**src/rtl/dcache_lfsr.sv**
```systemverilog
`timescale 1ns/1ps
`default_nettype none

// fibonacci lfsr, steps every cycle
module dcache_lfsr #(
    parameter int WIDTH = 16
) (
    input  wire logic             clk,
    input  wire logic             rst,
    output logic      [WIDTH-1:0] value_o
);

    // maximal length taps for the common widths, 16 bit otherwise
    localparam logic [WIDTH-1:0] TAPS = (WIDTH == 8)  ? WIDTH'('hB8) :
                                        (WIDTH == 32) ? WIDTH'('h80200003) :
                                                        WIDTH'('hB400);
    localparam logic [WIDTH-1:0] SEED = WIDTH'('hACE1);

    logic feedback;

    assign feedback = ^(value_o & TAPS);

    always_ff @(posedge clk) begin
        if (rst) begin
            value_o <= SEED;
        end else begin
            value_o <= {value_o[WIDTH-2:0], feedback};
        end
    end

endmodule

`default_nettype wire

```
**config.mk**
```make
export PLATFORM = sky130hd
export DESIGN_NAME = dcache_lfsr
export DESIGN_NICKNAME = d
export VERILOG_FILES = /design/src/rtl/dcache_lfsr.sv
export SDC_FILE = /design/constraint.sdc
export NUM_CORES = 1
export LEC_CHECK = 0
export ABC_AREA = 1
export BUFFER_PORTS_ARGS = -buffer_cell sky130_fd_sc_hd__buf_4
export CELL_PAD_IN_SITES_DETAIL_PLACEMENT = 1
export CELL_PAD_IN_SITES_GLOBAL_PLACEMENT = 1
export CORE_MARGIN = 8
export CORE_UTILIZATION = 34
export DETAILED_ROUTE_END_ITERATION = 10
export GPL_TIMING_DRIVEN = 1
export HOLD_SLACK_MARGIN = 0.06
export PLACE_DENSITY = 0.81
export SLEW_MARGIN = 10
export SYNTH_ARGS = -nofsm -noshare
export SYNTH_HDL_FRONTEND = slang
export SYNTH_SLANG_ARGS = --single-unit
```
**constraint.sdc**
```tcl
create_clock -name clk -period 2.15 [get_ports clk]
set_input_delay 0.645 -clock clk [delete_from_list [all_inputs] [get_ports clk]]
set_output_delay 0.645 -clock clk [all_outputs]
set_load 0.05 [all_outputs]
```
After elaboration in Yosys (flattened, before gate mapping)
Cells that the tools add are included.

Register bits: 16. Input bits: 2. Output and inout bits: 16. Word-level logic and storage cells: 2.

Reduce and logical (&&, ||, !) cells: 1.

Operators with widths (number): XOR reduction 16 bit (1).

Depth between registers and ports, before layout
Word-level depth: 1. Depth in mapped cells: 5. Mapped depth without buffers: 5.

Worst setup path before layout
OpenSTA, ideal clock, no wires.

Kind: reg-to-output. Start: register value_o[12]. End: output value_o[12]. Data arrival time: 0.634 ns. Data required time: 1.505 ns. Path slack: 0.871 ns. Cell stages (with the launch flop): 1. Buffers on the path: 0. Path through: dfxtp_1.

RTL lines: start: declaration (line 10) `output logic [WIDTH-1:0] value_o`; start signal: assignment (line 27) `value_o <= {value_o[WIDTH-2:0], feedback};`.

No word-level cell between the ends.

Worst setup path in the final report
Start: register value_o[15]. End: output value_o[15].

No word-level cell between the ends.

==> results.txt <==
The run finished with clean final reports. The cell type of the slowest stage on the worst timing path was sky130_fd_sc_hd__dfxtp_1. The analysis attributes to cell leakage a power of 0.375 nW. STA puts the critical path data arrival time at 0.88 ns. Traced cell by cell, the critical path runs through buf_4. For the max-slew violation total from the final report, the log shows 0. The tightest min-delay check is of the flip-flop to flip-flop type.

Grouping stages by cell kind, the critical path spends the most delay in flip-flops. Summed over all layers, the global routing overflow is 0. For the initial antenna violation count, the log shows 0. The tools report the endpoint of the worst hold-timing path as value_o[3]. The largest vdd supply drop is 0.000437 V, and the global-route wire length before repair is 1.87 mm. For the net count after synthesis, the log shows 61. Post-route core utilization: 46.5%.

For the die footprint, the log shows 2970 um^2. The number of H-tree branching levels was 1; the distinct cell type count of the synthesized netlist was 7. The reg-to-reg setup timing slack is 1.31 ns, and the synthesized instance count is 59. By area the synthesized netlist is led by sky130_fd_sc_hd__dfxtp_1 64%, sky130_fd_sc_hd__nand2_1 12%, sky130_fd_sc_hd__inv_1 9.0%. At the end of routability-driven placement, the weighted congestion stood at 0.708. The tools report the end of the worst register-to-register path as value_o[0].

The share of synthesized area occupied by flip-flops and latches is 63.7%. The tools report the beginning of the worst register-to-register path as value_o[10]. The largest total area in the synthesized netlist belongs to sky130_fd_sc_hd__dfxtp_1.

The number of setup violations in the final report was 0; the detailed placer's ending HPWL was 869 um. The count of instances resized after the clock tree is built came out at 0. The die is 54.5 um tall. After detailed routing, the average wire length per cell comes to 11.6 um.

At the pin with the least slew margin, the transition time is 0.151 ns. The final layout contains 82 nets. The number of DRC violations after detailed-routing iteration 0 is 1, and the detailed-route via count is 401. Entering global routing, the biggest net connects 15 pins. In this run the mean area of a mapped cell was 8.53 um^2. The count of buffers inserted at the top-level ports came out at 17. The number of hold buffers added after cts was 0; the final total negative setup slack was 0 ns.

The largest registers in the layout are value_o (16). The routed design could run at a clock period as short as 1.53 ns. The tools report the count of boundary I/O pins as 18.

No sink is reached through more buffers than the 2 on the longest clock path. The count of nets left with antenna violations once routing finished came out at 0. The tools report the clock tree skew after final layout as 0.00477 ns. The number of antenna diodes in the final layout is 0. Dividing the detail-routed via count by the number of cells gives 4.22. The largest single stage delay on the critical path is 0.38 ns. The layout-stage area growth over the synthesis result was 34.3%. CTS placed an instance of sky130_fd_sc_hd__clkbuf_4 at the clock tree root. The Yosys step of the flow raised 0 warnings. The sequential cells in the finished layout cover a total of 320 um^2. Max-cap violations in this run came to 0. Initial standard-cell utilization of the core: 34.6%.

The worst pin sits at a relative slew slack of 90.0%. The tools report the category of the worst setup path launch point as a flip-flop. After synthesis the netlist holds a flip-flop and latch count of 16. Clock tree synthesis found a total of 16 sinks. After layout, the worst path uses 71.1% of the clock period. Post-CTS timing repair inserted 0 buffers for setup. After detailed routing, the number of remaining DRC violations is 0.

The number of clock buffers inserted by TritonCTS is 3. The register with the most flip-flops in the layout has 16 of them. The worst setup path is of the flip-flop to output pin kind.

The tools report the smallest hold slack as 0.421 ns. Data on the critical path is required at its endpoint by 1.50 ns. The footprint of the multi-input gates came out at 126 um^2. Before antenna repair, the detailed router went through 4 iterations. The worst hold path begins at value_o[2]. TritonCTS built the clock tree.

Upper clock frequency limit: 655 MHz. The number of cells traversed by the worst hold path is 2, and the depth of the worst register-to-register path is 5. The power density over cell area is 966 nW/um^2. Of the cells placed in the final design, the portion with a size suffix greater than 1 is 26.6%.

The tools report the via count of the first global-routing pass as 434. The worst-path maximum fanout was 4; the number of placement rows was 14. The insertion delay to the later sink of the worst-skew pair is 0.28 ns.

From left edge to right edge, the die measures 54.5 um. In the global route stage, overall resource usage came out at 9.13%. The tools report the final-report hold violation count as 0. Fill cells in the final layout number 188.

After detailed routing, the total wire length is 1.10 mm. The tools report the area of the core as 1450 um^2. The count of buffering cells on the critical path with inverters included came out at 1. Capturing element type of the critical path: an output pin. The synthesized netlist occupies a cell area of 503 um^2.

Counting flops per register, the top entry is value_o. Setup repair after global routing left no endpoint under its margin. The top-area cell type share of the netlist area was 63.7%; the clock transition at the registers of the reported paths was 0.09 ns.
==> power by group <==
group          switching [mW]  internal (mW)
Combinational          0.0942         0.0360
Clock                  0.0923          0.103
Sequential             0.0117          0.316
==> worst max-delay path by stage <==
stage,startpoint,end,slack (ns),cells after the start
final,value_o[15],value_o[15],0.62,1
after global routing,value_o[12],value_o[12],0.55,1
after CTS,value_o[15],value_o[15],0.60,1
after detailed placement,value_o[15],value_o[15],0.93,1
after global placement,value_o[12],value_o[12],0.95,1
after floorplan,value_o[12],value_o[12],0.87,0
==> cell usage in the layout (no fill, tap or decap), drive strengths merged <==
master,instances
nand3,1
clkbuf,4
dfxtp,16
buf,17
nor2,8
or2,5
inv,12
nand2,16
==> final cells by class <==
type / instances / area share (%)
clock buffer: 4 / 5.37
inverter: 12 / 6.67
multi-input combinational: 30 / 18.7
sequential: 16 / 47.4
tap: 16 / 2.96
timing repair buffer: 17 / 18.9
==> kinds of logic after synthesis <==
family                 Yosys count  synth area share (%)
and+or+nand+nor                 30                  25.1
DFF                             16                  63.7
buffers and inverters           13                  11.2
==> Yosys cell counts <==
cell type and count:
sky130_fd_sc_hd__dfxtp_1 16, sky130_fd_sc_hd__nand2_1 16, sky130_fd_sc_hd__inv_1 12, sky130_fd_sc_hd__nor2_1 8
sky130_fd_sc_hd__or2_1 5, sky130_fd_sc_hd__buf_6 1, sky130_fd_sc_hd__nand3_1 1
==> tightest hold or removal path: cells and delay by family (launching register included) <==
family	cells	cell delay, ns
buffers and inverters	1	0.05
flip-flops	1	0.32
AND/OR/NAND/NOR	1	0.03
==> through the flow <==
stage               total power, mW  cell area, um^2  cells  setup WS [ns]
floorplan                     0.426              503     59          0.871
global placement              0.463              639     91          0.948
detailed placement            0.466              639     91          0.927
CTS                           0.664              676     95          0.599
global route                  0.681              676     95          0.552
finish                        0.653              676     95          0.622
==> layer usage <==
metal  GRT usage, %  up-vias  routed length [um]
li1               -      205                   -
met1           7.98      185                 406
met2           15.6        9                 578
met3           2.72        2                  92
met4           9.84        0                  27
met5              0        -                   0
Power figures use the tool's default switching activity.
