File: config.mk
export PLATFORM = sky130hd
export DESIGN_NAME = dcache_array
export DESIGN_NICKNAME = d
export VERILOG_FILES = /design/src/rtl/dcache_array.sv
export SDC_FILE = /design/constraint.sdc
export NUM_CORES = 1
export LEC_CHECK = 0
export BUFFER_PORTS_ARGS = -buffer_cell sky130_fd_sc_hd__buf_2
export CORE_ASPECT_RATIO = 0.5
export CORE_MARGIN = 1.5
export CORE_UTILIZATION = 25
export DETAILED_ROUTE_END_ITERATION = 10
export PLACE_DENSITY = 0.43
export SYNTH_ARGS = -nofsm -noshare
export SYNTH_HDL_FRONTEND = slang
export SYNTH_SLANG_ARGS = --single-unit
File: constraint.sdc
create_clock -name clk -period 3.05 [get_ports clk]
set_input_delay 0.7625 -clock clk [delete_from_list [all_inputs] [get_ports clk]]
set_output_delay 0.7625 -clock clk [all_outputs]
set_load 0.03 [all_outputs]
File: src/rtl/dcache_array.sv
`timescale 1ns/1ps
`default_nettype none

// one way of storage, used for both tag entries and data lines
module dcache_array #(
    parameter int  DEPTH   = 64,
    parameter type entry_t = logic
) (
    input  wire logic                     clk,

    // read port, registered output
    input  wire logic                     rd_en_i,
    input  wire logic [$clog2(DEPTH)-1:0] rd_idx_i,
    output entry_t                        rd_data_o,

    // write port, whole entry at once
    input  wire logic                     wr_en_i,
    input  wire logic [$clog2(DEPTH)-1:0] wr_idx_i,
    input  entry_t                        wr_data_i
);

    entry_t mem [DEPTH];

    always_ff @(posedge clk) begin
        if (wr_en_i) begin
            mem[wr_idx_i] <= wr_data_i;
        end
    end

    // output holds until the next enabled read
    always_ff @(posedge clk) begin
        if (rd_en_i) begin
            rd_data_o <= mem[rd_idx_i];
        end
    end

endmodule

`default_nettype wire

; ---- Yosys cells after proc, flatten, opt, wreduce, memory -nomap -nowiden
; Memories as Yosys holds them, arrays and structs flattened. A register that Yosys moved wholly into a read port is not among the register bits.
; Cells that the tools add are included.
[word_totals]
elab_cells = 3
mem_bits_rw = 64
rom_bits = 0
regBits = 0
memories = 1
inputBits = 16
latch_bits = 0
out_inout_bits = 1
[mem_list]
columns = name, words, width, read_ports, rd_clocked_by_memory_dff, write_ports, line
row1 = mem, 64, 1, 1, 1, 1, 22  ; entry_t mem [DEPTH];
[op_classes]
mux = 2
multipliers = 0
n_addsub = 0
n_shift = 0
reduce_logical = 0
div_mod_pow = 0
magnitude_cmp = 0
bitwise_logic = 0
eq_ne = 0
[ops]
columns = cell, n
row1 = 1-bit two-way mux, 2

; ---- Logic depth before layout (Yosys ltp)
[logic_depth]
depth_word = 2
depth_mapped = 6

; ---- Least setup slack after synthesis
; Ideal clock, no wire load.
[synth_timing]
path_type = input port to flip-flop
startpoint = in rd_idx_i[1]
endpoint = reg rd_data_o (read register of mem) (data pin)
setup_ps = 257
arrival_time_ps = 2180
path_slack_ps = 613
stages = 5
n_path_buf = 1
cell_sequence = buf_6 -> mux4_2 -> mux4_2 -> or2_0 -> a32o_1
[synth_lines]
columns = element, line
row1 = from (decl), 13  ; input wire logic [$clog2(DEPTH)-1:0] rd_idx_i,
row2 = to (decl), 14  ; output entry_t rd_data_o,

==> impl_metrics.env <==
export IMPL_capture_instance_of_the_worst_register_to_register_path="rd_data_o"
export IMPL_clock_fmax_mhz=408
export IMPL_route_vias_total=1724
export IMPL_numPlacedInstances=368
export IMPL_ff2ff_path_depth=4
export IMPL_path_clk_slew_ns=0.06
export IMPL_layout_cell_area_non_filler_sq_mm=0.00348
export IMPL_crit_path_start_kind="input pin"
export IMPL_cts_made_buffers=9
export IMPL_synth_yosys_seq_area_share_pct=66.8
export IMPL_synth_fp_nets=220
export IMPL_cts_sink_count=65
export IMPL_grt_max_degree=65
export IMPL_core_area_sq_mm=0.0112
export IMPL_antenna_violations_before_repair=0
export IMPL_overflow=0
export IMPL_floorplan_die_area_sq_mm=0.0124
export IMPL_yosys_top_cells_area="sky130_fd_sc_hd__edfxtp_1 67%, sky130_fd_sc_hd__nor2_1 8.6%, sky130_fd_sc_hd__mux4_2 7.7%"
export IMPL_clockRootBuffer="sky130_fd_sc_hd__clkbuf_16"
export IMPL_netlist_instances=204
export IMPL_source_to_sink_clock_delay_at_the_later_pin_of_the_worst_skew_pair_ns=0.32
export IMPL_timing_clock_skew_ns=0.00500
export IMPL_synthDistinctLibCells=24
export IMPL_cellLeakagePower_nw=1.08
export IMPL_cts_root_to_sink_buffers=2
export IMPL_post_synth_instance_area_sq_mm=0.00292
export IMPL_synthesis_area_per_instance_sq_um=14.3
export IMPL_reg_to_reg_slack_setup_ns=1.02
export IMPL_critical_path_max_fanout=13
export IMPL_worstSetupPathType="in2reg"
export IMPL_remaining_drc_errors=0
export IMPL_power_report_internal_total_w=0.00175
export IMPL_cts_htree_levels=3
export IMPL_cellPowerDensity_mw_per_mm2=629
export IMPL_post_cts_resized_instances=0
export IMPL_cp_arrival_ns=2.53
export IMPL_worst_slew_margin_rel_pct=34.3
export IMPL_dpl_instance_area_sq_mm=0.00317
export IMPL_run_status="completed"
export IMPL_synth_warnings=0
export IMPL_grt_setup_unrepaired="no"
export IMPL_gpl_final_weighted_congestion=0.748
export IMPL_r2r_start="mem[3]"
export IMPL_drt_wl_total_microns=6470
export IMPL_cap_viol_max_count=0
export IMPL_synth_top_cell_area_share_pct=66.8
export IMPL_floorplan_die_width_microns=156
export IMPL_detail_route_iter0_violations=176
export IMPL_grt_first_pass_wirelength_microns=10000
export IMPL_synth_largest_area_cell="sky130_fd_sc_hd__edfxtp_1"
export IMPL_start_util_pct=26.1
export IMPL_portbufs=16
export IMPL_post_route_cells_drive_above_1_share_pct=19.1
export IMPL_vdd_drop_max_mv=0.234
export IMPL_timing_final_hold_violations=0
export IMPL_finalNonFillerCells=384
export IMPL_dp_hpwl_microns=4150
export IMPL_worstSetupEndpointType="flop"
export IMPL_viasPerCell=4.49
export IMPL_p_comb_share_pct=5.6
export IMPL_total_power_w=0.00219
export IMPL_power_sequential_fraction_pct=45.3
export IMPL_power_frac_clock_pct=49.1
export IMPL_tritoncts="done"
export IMPL_switching_share_pct=20.2
export IMPL_grt_total_usage_pct=11.4
export IMPL_hold_class="in2reg"
export IMPL_yosys_register_bits=65
export IMPL_critical_path_endpoint="rd_data_o"
export IMPL_worstMarginPinSlew_ns=0.986
export IMPL_timing_final_setup_violations=0
export IMPL_die_h_microns=79.5
export IMPL_cts_hold_buffers=0
export IMPL_critical_path_required_ns=3.12
export IMPL_first_global_vias=1695
export IMPL_switchingPower_w=0.000443
export IMPL_fp_row_count=27
export IMPL_timing_hold_worst_path_depth=1
export IMPL_crit_path_start="rd_idx_i[1]"
export IMPL_routedWlPerCell_microns=16.8
export IMPL_diodes=0
export IMPL_drtPass1Iterations=4
export IMPL_post_route_min_period_ns=2.45
export IMPL_io_pins=17
export IMPL_postCtsSetupBuffers=0
export IMPL_finalSetupTns_ns=0
export IMPL_flow_area_growth_from_synthesis_pct=19.0
export IMPL_fin_crit_sh_pct=80.4
export IMPL_antenna_violating_nets_post_route=0
export IMPL_slew_violations=0
export IMPL_nets=236
-- cells by family (layout without fill, tap and decap cells) --
| logic type | Yosys count | after routing | share of synthesized area [%] |
|---|---|---|---|
| compound gates | 6 | 6 | 1.58 |
| buf+inv | 12 | 33 | 1.84 |
| flops | 65 | 65 | 66.8 |
| mux | 17 | 17 | 14.0 |
| simple gates | 104 | 104 | 15.8 |
-- worst max-delay path: stages --
cell,delay [ns]
sky130_fd_sc_hd__buf_2,0.26
sky130_fd_sc_hd__mux4_1,0.59
sky130_fd_sc_hd__mux4_2,0.49
sky130_fd_sc_hd__or2_0,0.21
sky130_fd_sc_hd__a32o_1,0.21
-- placed cells by master (no fill, tap or decap) --
cell and n:
sky130_fd_sc_hd__nand2b_1 2, sky130_fd_sc_hd__nand4b_1 1, sky130_fd_sc_hd__clkbuf_1 1, sky130_fd_sc_hd__nor2b_1 5, sky130_fd_sc_hd__a32o_1 1, sky130_fd_sc_hd__a21boi_0 1
sky130_fd_sc_hd__or2_0 1, sky130_fd_sc_hd__buf_2 16, sky130_fd_sc_hd__nand2_1 7, sky130_fd_sc_hd__a41oi_1 1, sky130_fd_sc_hd__bufinv_16 2, sky130_fd_sc_hd__edfxtp_1 65
sky130_fd_sc_hd__a21oi_1 1, sky130_fd_sc_hd__or3b_2 1, sky130_fd_sc_hd__clkbuf_16 9, sky130_fd_sc_hd__nand3b_1 4, sky130_fd_sc_hd__a22oi_1 2, sky130_fd_sc_hd__and2b_1 1
sky130_fd_sc_hd__buf_12 1, sky130_fd_sc_hd__or3_1 1, sky130_fd_sc_hd__nand3_1 9, sky130_fd_sc_hd__nor2_1 67, sky130_fd_sc_hd__mux4_2 10, sky130_fd_sc_hd__clkinv_2 3
sky130_fd_sc_hd__nand4_1 3, sky130_fd_sc_hd__mux4_1 7, sky130_fd_sc_hd__clkinvlp_4 1, sky130_fd_sc_hd__nor3_1 2
-- registers in the layout, summed over array words and instances (netlist names) --
name and cells:
rd_data_o 1, mem 64
-- area by class of cell --
class	count	area [sq um]
flip-flops and latches	65	1950
repair buffers	17	100
well taps	159	199
fillers	1095	7700
multi-input cells	127	918
clock inverters	6	82.6
clock buffers	10	229
-- cells in the mapped netlist --
| cell type | instances |
|---|---|
| sky130_fd_sc_hd__nand2b_1 | 2 |
| sky130_fd_sc_hd__edfxtp_1 | 65 |
| sky130_fd_sc_hd__buf_6 | 1 |
| sky130_fd_sc_hd__mux4_2 | 10 |
| sky130_fd_sc_hd__nor2_1 | 67 |
| sky130_fd_sc_hd__a21boi_0 | 1 |
| sky130_fd_sc_hd__nor2b_1 | 5 |
| sky130_fd_sc_hd__nand2_1 | 7 |
| sky130_fd_sc_hd__clkbuf_1 | 10 |
| sky130_fd_sc_hd__nand3b_1 | 4 |
| sky130_fd_sc_hd__a22oi_1 | 2 |
| sky130_fd_sc_hd__nand4b_1 | 1 |
| sky130_fd_sc_hd__nor3_1 | 2 |
| sky130_fd_sc_hd__a41oi_1 | 1 |
| sky130_fd_sc_hd__and2b_1 | 1 |
| sky130_fd_sc_hd__nand3_1 | 9 |
| sky130_fd_sc_hd__or2_0 | 1 |
| sky130_fd_sc_hd__or3b_2 | 1 |
| sky130_fd_sc_hd__a21oi_1 | 1 |
| sky130_fd_sc_hd__or3_1 | 1 |
| sky130_fd_sc_hd__nand4_1 | 3 |
| sky130_fd_sc_hd__mux4_1 | 7 |
| sky130_fd_sc_hd__a32o_1 | 1 |
| sky130_fd_sc_hd__buf_2 | 1 |
-- how the worst min path moves through the flow --
stage | startpoint | endpoint | slack (ns)
finish | rd_en_i | rd_data_o | 0.63
global route | rd_en_i | rd_data_o | 0.62
CTS | rd_en_i | rd_data_o | 0.62
detailed placement | mem[61] | rd_data_o | 0.96
global placement | mem[61] | rd_data_o | 0.93
floorplan | mem[38] | rd_data_o | 0.86
-- through the flow --
stage | setup slack, ns | hold slack [ns] | utilization (%)
finish | 0.597 | 0.633 | 31.1
CTS | 0.600 | 0.625 | 31.1
detailed placement | 0.263 | 0.962 | 28.3
global route | 0.547 | 0.620 | 31.1
global placement | 0.264 | 0.929 | 28.3
floorplan | 0.613 | 0.859 | -
-- layer usage --
metal  vias up  track usage, %  wire (microns)
li1        805               -               -
met1       858            15.6            2960
met2        57            17.6            2990
met3         4            3.80             464
met4         0            2.57              53
met5         -               0               0
-- power groups by stage --
stage	Sequential (W)	Clock, W	Combinational, W
2_1_floorplan	0.00101	0	0.0000712
3_3_place_gp	0.00101	0	0.000122
3_5_place_dp	0.00101	0	0.000124
4_1_cts	0.000993	0.00109	0.000124
5_1_grt	0.000993	0.00114	0.000134
6_report	0.000993	0.00107	0.000122
No activity file was read; power rests on OpenSTA's default activity.
